--- src/common/sfx_macros.svh ---
`ifndef SFX_MACROS_SVH
`define SFX_MACROS_SVH

// register map, byte addresses
`define SFX_ADDR_CTRL       8'h00
`define SFX_ADDR_GOOD_DIV   8'h04
`define SFX_ADDR_BAD_DIV    8'h08
`define SFX_ADDR_GOOD_DUR   8'h0C
`define SFX_ADDR_BAD_DUR    8'h10
`define SFX_ADDR_TONE_COUNT 8'h14

// control register bits
`define SFX_CTRL_ENABLE_BIT 0
`define SFX_CTRL_MUTE_BIT   1

// reset tone settings for a 12 MHz clock
`define SFX_GOOD_DIV_RST    8'd36
`define SFX_BAD_DIV_RST     8'd188
`define SFX_GOOD_DUR_RST    24'd3000000
`define SFX_BAD_DUR_RST     24'd10000000

`endif
--- src/common/sfx_pkg.sv ---
`default_nettype none

package sfx_pkg;

    // pitch divisor, one tick every divisor+1 cycles
    typedef logic [7:0] divisor_t;

    // tone length in clock cycles
    typedef logic [23:0] duration_t;

    typedef logic [15:0] tone_count_t; // completed tones, wraps

    typedef logic [7:0] apb_addr_t;  // register byte address
    typedef logic [31:0] apb_data_t; // register data

    // game state coming from the game logic
    typedef enum logic [1:0] {
        MODE_IDLE  = 2'd0,
        MODE_PLAY  = 2'd1,
        MODE_PAUSE = 2'd2,
        MODE_OVER  = 2'd3
    } mode_t;

    typedef enum logic {
        OSC_IDLE = 1'b0,
        OSC_RUN  = 1'b1
    } osc_state_t;

endpackage

`default_nettype wire

--- src/common/tone_if.sv ---
`default_nettype none

interface tone_if import sfx_pkg::*; ();

    logic      valid;    // request pending
    logic      ready;    // oscillator idle
    divisor_t  divisor;  // pitch of the tone
    duration_t duration; // length in cycles

    modport src (
        output valid,
        output divisor,
        output duration,
        input  ready
    );

    modport dst (
        input  valid,
        input  divisor,
        input  duration,
        output ready
    );

endinterface

`default_nettype wire

--- src/verilog/sfx_top.sv ---
`default_nettype none

module sfx_top import sfx_pkg::*; (
    input  logic      clk,
    input  logic      nRst,
    input  logic      psel,
    input  logic      penable,
    input  logic      pwrite,
    input  apb_addr_t paddr,
    input  apb_data_t pwdata,
    output apb_data_t prdata,
    output logic      pready,
    output logic      pslverr,
    input  mode_t     mode,
    input  logic      good_coll,
    input  logic      bad_coll,
    output logic      speaker,
    output logic      sound_active
);

    logic      enable;
    logic      mute;
    divisor_t  good_div;
    divisor_t  bad_div;
    duration_t good_dur;
    duration_t bad_dur;
    logic      tick;
    logic      busy;
    logic      tone_done;

    tone_if tone_req ();

    sfx_regs u_regs (
        .clk       (clk),
        .nRst      (nRst),
        .psel      (psel),
        .penable   (penable),
        .pwrite    (pwrite),
        .paddr     (paddr),
        .pwdata    (pwdata),
        .prdata    (prdata),
        .pready    (pready),
        .pslverr   (pslverr),
        .tone_done (tone_done),
        .enable    (enable),
        .mute      (mute),
        .good_div  (good_div),
        .bad_div   (bad_div),
        .good_dur  (good_dur),
        .bad_dur   (bad_dur)
    );

    collision_arbiter u_arbiter (
        .clk       (clk),
        .nRst      (nRst),
        .mode      (mode),
        .good_coll (good_coll),
        .bad_coll  (bad_coll),
        .enable    (enable),
        .good_div  (good_div),
        .bad_div   (bad_div),
        .good_dur  (good_dur),
        .bad_dur   (bad_dur),
        .req       (tone_req.src)
    );

    oscillator u_osc (
        .clk       (clk),
        .nRst      (nRst),
        .req       (tone_req.dst),
        .tick      (tick),
        .busy      (busy),
        .tone_done (tone_done)
    );

    speaker_driver u_spk (
        .clk          (clk),
        .nRst         (nRst),
        .tick         (tick),
        .busy         (busy),
        .mute         (mute),
        .speaker      (speaker),
        .sound_active (sound_active)
    );

endmodule

`default_nettype wire

--- src/verilog/speaker_driver.sv ---
`default_nettype none

module speaker_driver (
    input  logic clk,
    input  logic nRst,
    input  logic tick,
    input  logic busy,
    input  logic mute,
    output logic speaker,
    output logic sound_active
);

    // square wave, one edge per tick
    always_ff @(posedge clk, negedge nRst) begin
        if (!nRst) begin
            speaker <= 1'b0;
        end else if (!busy || mute) begin
            speaker <= 1'b0; // silence
        end else if (tick) begin
            speaker <= ~speaker;
        end
    end

    always_ff @(posedge clk, negedge nRst) begin
        if (!nRst) begin
            sound_active <= 1'b0;
        end else begin
            sound_active <= busy; // one cycle behind the oscillator
        end
    end

endmodule

`default_nettype wire

--- src/oscillator/oscillator.sv ---
`default_nettype none

module oscillator import sfx_pkg::*; (
    input  logic clk,
    input  logic nRst,
    tone_if.dst  req,
    output logic tick,
    output logic busy,
    output logic tone_done
);

    osc_state_t state, state_nxt;
    divisor_t   div_q;
    divisor_t   pitch_cnt, pitch_cnt_nxt;
    duration_t  dur_q;
    duration_t  stay_cnt, stay_cnt_nxt;
    logic       period_end;
    logic       last_cycle;

    assign req.ready = (state == OSC_IDLE);
    assign busy      = (state == OSC_RUN);

    assign period_end = (pitch_cnt == div_q);
    // a zero duration still runs for one cycle
    assign last_cycle = (dur_q == '0) || (stay_cnt == dur_q - duration_t'(1));
    assign tick       = busy && period_end && (dur_q != '0);

    always_comb begin
        state_nxt     = state;
        pitch_cnt_nxt = pitch_cnt;
        stay_cnt_nxt  = stay_cnt;
        case (state)
            OSC_IDLE: begin
                if (req.valid) begin
                    state_nxt     = OSC_RUN;
                    pitch_cnt_nxt = '0;
                    stay_cnt_nxt  = '0;
                end
            end
            OSC_RUN: begin
                if (last_cycle) begin
                    state_nxt = OSC_IDLE;
                end
                stay_cnt_nxt  = stay_cnt + duration_t'(1);
                pitch_cnt_nxt = period_end ? '0 : pitch_cnt + divisor_t'(1);
            end
            default: state_nxt = OSC_IDLE;
        endcase
    end

    always_ff @(posedge clk, negedge nRst) begin
        if (!nRst) begin
            state     <= OSC_IDLE;
            pitch_cnt <= '0;
            stay_cnt  <= '0;
            tone_done <= 1'b0;
        end else begin
            state     <= state_nxt;
            pitch_cnt <= pitch_cnt_nxt;
            stay_cnt  <= stay_cnt_nxt;
            tone_done <= busy && last_cycle; // high once busy is gone
        end
    end

    // request payload, taken on the transfer edge
    always_ff @(posedge clk) begin
        if (req.valid && req.ready) begin
            div_q <= req.divisor;
            dur_q <= req.duration;
        end
    end

endmodule

`default_nettype wire

--- src/verilog/collision_arbiter.sv ---
`default_nettype none

module collision_arbiter import sfx_pkg::*; (
    input  logic      clk,
    input  logic      nRst,
    input  mode_t     mode,
    input  logic      good_coll,
    input  logic      bad_coll,
    input  logic      enable,
    input  divisor_t  good_div,
    input  divisor_t  bad_div,
    input  duration_t good_dur,
    input  duration_t bad_dur,
    tone_if.src       req
);

    logic      valid_q;
    divisor_t  div_q;
    duration_t dur_q;
    logic      accept;
    logic      xfer;

    // only one slot, and only while the oscillator is free
    assign accept = (mode == MODE_PLAY) && enable && !valid_q && req.ready
                    && (good_coll || bad_coll);
    assign xfer   = valid_q && req.ready;

    always_ff @(posedge clk, negedge nRst) begin
        if (!nRst) begin
            valid_q <= 1'b0;
        end else if (accept) begin
            valid_q <= 1'b1;
        end else if (xfer) begin
            valid_q <= 1'b0; // oscillator took it
        end
    end

    // tone settings frozen at acceptance
    always_ff @(posedge clk) begin
        if (accept) begin
            if (bad_coll) begin
                div_q <= bad_div; // bad beats good
                dur_q <= bad_dur;
            end else begin
                div_q <= good_div;
                dur_q <= good_dur;
            end
        end
    end

    assign req.valid    = valid_q;
    assign req.divisor  = div_q;
    assign req.duration = dur_q;

endmodule

`default_nettype wire

--- src/verilog/sfx_regs.sv ---
`default_nettype none

`include "sfx_macros.svh"

module sfx_regs import sfx_pkg::*; (
    input  logic      clk,
    input  logic      nRst,
    input  logic      psel,
    input  logic      penable,
    input  logic      pwrite,
    input  apb_addr_t paddr,
    input  apb_data_t pwdata,
    output apb_data_t prdata,
    output logic      pready,
    output logic      pslverr,
    input  logic      tone_done,
    output logic      enable,
    output logic      mute,
    output divisor_t  good_div,
    output divisor_t  bad_div,
    output duration_t good_dur,
    output duration_t bad_dur
);

    logic        access;
    logic        wr_en;
    logic        addr_hit;
    logic        ro_hit;
    tone_count_t tone_count;

    assign access = psel && penable; // second cycle of the transfer
    assign wr_en  = access && pwrite && addr_hit && !ro_hit;

    // read mux and address decode
    always_comb begin
        prdata   = '0;
        addr_hit = 1'b1;
        ro_hit   = 1'b0;
        case (paddr)
            `SFX_ADDR_CTRL: begin
                prdata[`SFX_CTRL_ENABLE_BIT] = enable;
                prdata[`SFX_CTRL_MUTE_BIT]   = mute;
            end
            `SFX_ADDR_GOOD_DIV:   prdata = apb_data_t'(good_div);
            `SFX_ADDR_BAD_DIV:    prdata = apb_data_t'(bad_div);
            `SFX_ADDR_GOOD_DUR:   prdata = apb_data_t'(good_dur);
            `SFX_ADDR_BAD_DUR:    prdata = apb_data_t'(bad_dur);
            `SFX_ADDR_TONE_COUNT: begin
                prdata = apb_data_t'(tone_count);
                ro_hit = 1'b1; // counter is read-only
            end
            default: addr_hit = 1'b0;
        endcase
    end

    assign pready  = 1'b1; // no wait states
    assign pslverr = access && (!addr_hit || (pwrite && ro_hit));

    always_ff @(posedge clk, negedge nRst) begin
        if (!nRst) begin
            enable   <= 1'b1; // sound on out of reset
            mute     <= 1'b0;
            good_div <= `SFX_GOOD_DIV_RST;
            bad_div  <= `SFX_BAD_DIV_RST;
            good_dur <= `SFX_GOOD_DUR_RST;
            bad_dur  <= `SFX_BAD_DUR_RST;
        end else if (wr_en) begin
            case (paddr)
                `SFX_ADDR_CTRL: begin
                    enable <= pwdata[`SFX_CTRL_ENABLE_BIT];
                    mute   <= pwdata[`SFX_CTRL_MUTE_BIT];
                end
                `SFX_ADDR_GOOD_DIV: good_div <= pwdata[7:0];
                `SFX_ADDR_BAD_DIV:  bad_div  <= pwdata[7:0];
                `SFX_ADDR_GOOD_DUR: good_dur <= pwdata[23:0];
                `SFX_ADDR_BAD_DUR:  bad_dur  <= pwdata[23:0];
                default: ;
            endcase
        end
    end

    // completed tones
    always_ff @(posedge clk, negedge nRst) begin
        if (!nRst) begin
            tone_count <= '0;
        end else if (tone_done) begin
            tone_count <= tone_count + tone_count_t'(1); // wraps at 16 bits
        end
    end

endmodule

`default_nettype wire

--- config.mk ---
export PLATFORM = sky130hd
export DESIGN_NAME = sfx_top
export DESIGN_NICKNAME = d
export VERILOG_FILES = /design/src/common/sfx_pkg.sv /design/src/common/tone_if.sv /design/src/verilog/sfx_top.sv /design/src/verilog/speaker_driver.sv /design/src/oscillator/oscillator.sv /design/src/verilog/collision_arbiter.sv /design/src/verilog/sfx_regs.sv
export VERILOG_INCLUDE_DIRS = /design/src /design/src/common
export SDC_FILE = /design/constraint.sdc
export NUM_CORES = 1
export LEC_CHECK = 0
export BUFFER_PORTS_ARGS = -buffer_cell sky130_fd_sc_hd__buf_2
export CORE_MARGIN = 5
export CORE_UTILIZATION = 40
export CTS_BUF_LIST = sky130_fd_sc_hd__clkbuf_4
export DETAILED_ROUTE_END_ITERATION = 6
export PLACE_DENSITY_LB_ADDON = 0.2
export SYNTH_ARGS = -nofsm -noshare
export SYNTH_HDL_FRONTEND = slang
export SYNTH_SLANG_ARGS = --single-unit
--- constraint.sdc ---
create_clock -name clk -period 7.2 [get_ports clk]
set_input_delay 1.08 -clock clk [delete_from_list [all_inputs] [get_ports clk]]
set_output_delay 1.08 -clock clk [all_outputs]
set_load 0.05 [all_outputs]
==> reports/qor.yml <==
clkSinkCount: 183
cp_slowest_stage_delay_ps: 590
die_w_um: 159.3
critPathMaxFanout: 25
die_h_um: 159.3
multi_input_area_um2: 3762
drc: 0
p_per_area_nw_per_um2: 190.3
r2r_start: "u_osc.dur_q[3]"
outcome: "finished, final reports clean"
seqCellArea_um2: 4932
fmax_mhz: 223.7
setup_viol: 0
gr-total-overflow: 0
core_um2: 21890
ant_nets: 0
finalSetupTns_ps: 0
min_from: "u_arbiter.req.divisor[5]"
rr_endpoint: "u_osc.busy"
start_util_pct: 40.71
relSlewSlack_pct: 29.77
postCtsSetupBuffers: 0
grt_pass1_wl_um: 32260
dieArea_um2: 25360
via_per_inst: 5.477
dr.first_iter.drc_count: 418
hold_path_depth: 0
p_leak_nw: 4.119
peakVddDrop_mv: 0.1077
syn-mean-instance-area_um2: 11.98
crit_family: "simple AND/OR/NAND/NOR gates"
synth_flop_cell: "dfrtp_1"
io_buffers: 67
synthDistinctLibCells: 64
grt_usage_pct: 15.43
yosys_register_bits: 183
wl_per_cell_um: 17.94
ff2ff_setup_slack_ps: 4230
start_kind: "input port"
crit_path_top_delay_cell: "nor2b_1"
grt_antenna_before_repair: 2
grt_max_degree: 82
ys_seq_area_share_pct: 55.35
fin_util_pct: 44.82
num_vias: 5981
syn2layout_area_growth_pct: 10.10
holdWs_ps: 419.7
cts_hold_buf: 0
cts-resized-gates: 0
reg2reg_depth: 7
fin_skew_ps: 23.49
worst_pin_slew_ps: 1053
cts_max_level: 4
cts_buffers: 17
hpwl_um: 13900
min_to: "u_osc.div_q[5]"
rows: 54
drt-total-wl_um: 19590
hold_violations: 0
synth_edf_count: 64
layout.nets: 852
ys_async_sr_fraction_pct: 65.03
layout-drive-gt1-share_pct: 30.83
final_cell_mix: "mux2_2, dfrtp_1, buf_2"
crit_buf_inv: 3
ios: 85
drv_slew: 0
cts-root-buf: "clkbuf_4"
pre_cts_slack_ps: 2789
fillers: 2064
grt_pass1_vias: 6178
cts.reportedPaths.clkPinSlew_ps: 160
clock_path_buffers: 2
layout_commonest_cell: "mux2_2"
worst_slack_ps: 2730
rsz0062_at_grt: "no"
clock_latency_ps: 560
worstPathRequired_ps: 6120
syn_area_um2: 8911
max_cap_viol_count: 0
crit_arrival_ps: 3390
synth_warnings: 0
hold_class: "reg -> reg"
firstDrtPassIters: 5
criticalPathCategory: "in -> out"
cp_common_cell: "buf_2"
critical_path.cell_chain: "buf_2, nor3_1, nand2_1, nor3b_2, buf_4, nor2b_1, a22o_1, buf_2"
min_period_ps: 4470
syn_inst: 744
post-route-period-util_pct: 62.09
place_congestion: 0.8604
cts_tree: "built"
worst_setup_path_end_kind: "output pin"
[final cells by class]
type,instances,area share (%)
tap,280,3.571
inverter,8,0.3061
clock inverter,15,2.117
clock buffer,17,1.301
timing repair buffer,75,4.056
multi-input combinational,513,38.35
sequential,183,50.27
antenna,1,0.02551
[metal layers]
metal	vias to the layer above	part of all wire (%)	global-route usage, %
met1	2967	47	21.22
li1	2847	-	-
met5	-	0.056	0
met4	2	1.4	3.994
met3	23	4.2	3.288
met2	142	48	25.02
[power breakdown]
group	internal, mW	total [mW]	switching [mW]	leakage (nW)
Combinational	0.0381	0.103	0.0646	1.75
Clock	0.258	0.648	0.389	0.182
Sequential	1.09	1.12	0.0247	2.19
[cells in the mapped netlist (all sizes together), types with 14 or more instances]
library cell | number | area (µm²)
nand4 | 14 | 87.58
o21ai | 40 | 200.2
xor2 | 23 | 201.4
nand2 | 62 | 232.7
xnor2 | 29 | 254.0
mux2 | 103 | 1160
edfxtp | 64 | 1922
nor4 | 14 | 87.58
buf | 18 | 115.1
dfstp | 26 | 683.2
clkbuf | 29 | 108.9
dfrtp | 93 | 2327
nand3 | 30 | 150.1
nor2 | 28 | 105.1
a22o | 16 | 140.1
[cells by family (layout without fill, tap and decap cells)]
kind of cell             after synthesis  in the layout  share of synthesized area (%)
AND/OR/NAND/NOR                      221            221                          13.04
XOR/XNOR                              52             52                          5.111
AO/OA/AOI/OAI                        112            112                          8.607
other                                  2             10                        0.08428
buffers and inverters                 55            115                          2.850
multiplexers                         114            114                          14.25
adder cells (fa/ha/maj)                5              5                         0.7020
flip-flops                           183            183                          55.35
[flip-flops by register name (all words and copies together), names as in the netlist, 8 cells and up]
| signal | flops |
|---|---|
| u_arbiter.req.duration | 24 |
| u_osc.dur_q | 24 |
| u_osc.stay_cnt | 24 |
| u_regs.bad_dur | 24 |
| u_regs.good_dur | 24 |
| u_regs.tone_count | 16 |
| u_arbiter.req.divisor | 8 |
| u_osc.div_q | 8 |
| u_osc.pitch_cnt | 8 |
| u_regs.bad_div | 8 |
| u_regs.good_div | 8 |
[how the worst max path moves through the flow]
| stage | slack, ps | endpoint | cells after the start | start |
|---|---|---|---|---|
| after floorplan | 2180 | u_arbiter.req.divisor[0] | 3 | bad_coll |
| after global placement | 2780 | prdata[14] | 9 | paddr[1] |
| after detailed placement | 2790 | prdata[23] | 8 | paddr[1] |
| after CTS | 2770 | prdata[19] | 8 | paddr[1] |
| after global routing | 2570 | prdata[19] | 8 | paddr[1] |
| final | 2730 | prdata[23] | 8 | paddr[1] |
[through the flow]
| step | area, µm² | total power [mW] | cells |
|---|---|---|---|
| 6_report | 9811 | 1.867 | 1092 |
| 3_5_place_dp | 9473 | 1.240 | 1059 |
| 4_1_cts | 9808 | 1.887 | 1091 |
| 3_3_place_gp | 9473 | 1.236 | 1059 |
| 2_1_floorplan | 8937 | 1.198 | 751 |
| 5_1_grt | 9811 | 1.947 | 1092 |
(Power assumes the default switching activity.)
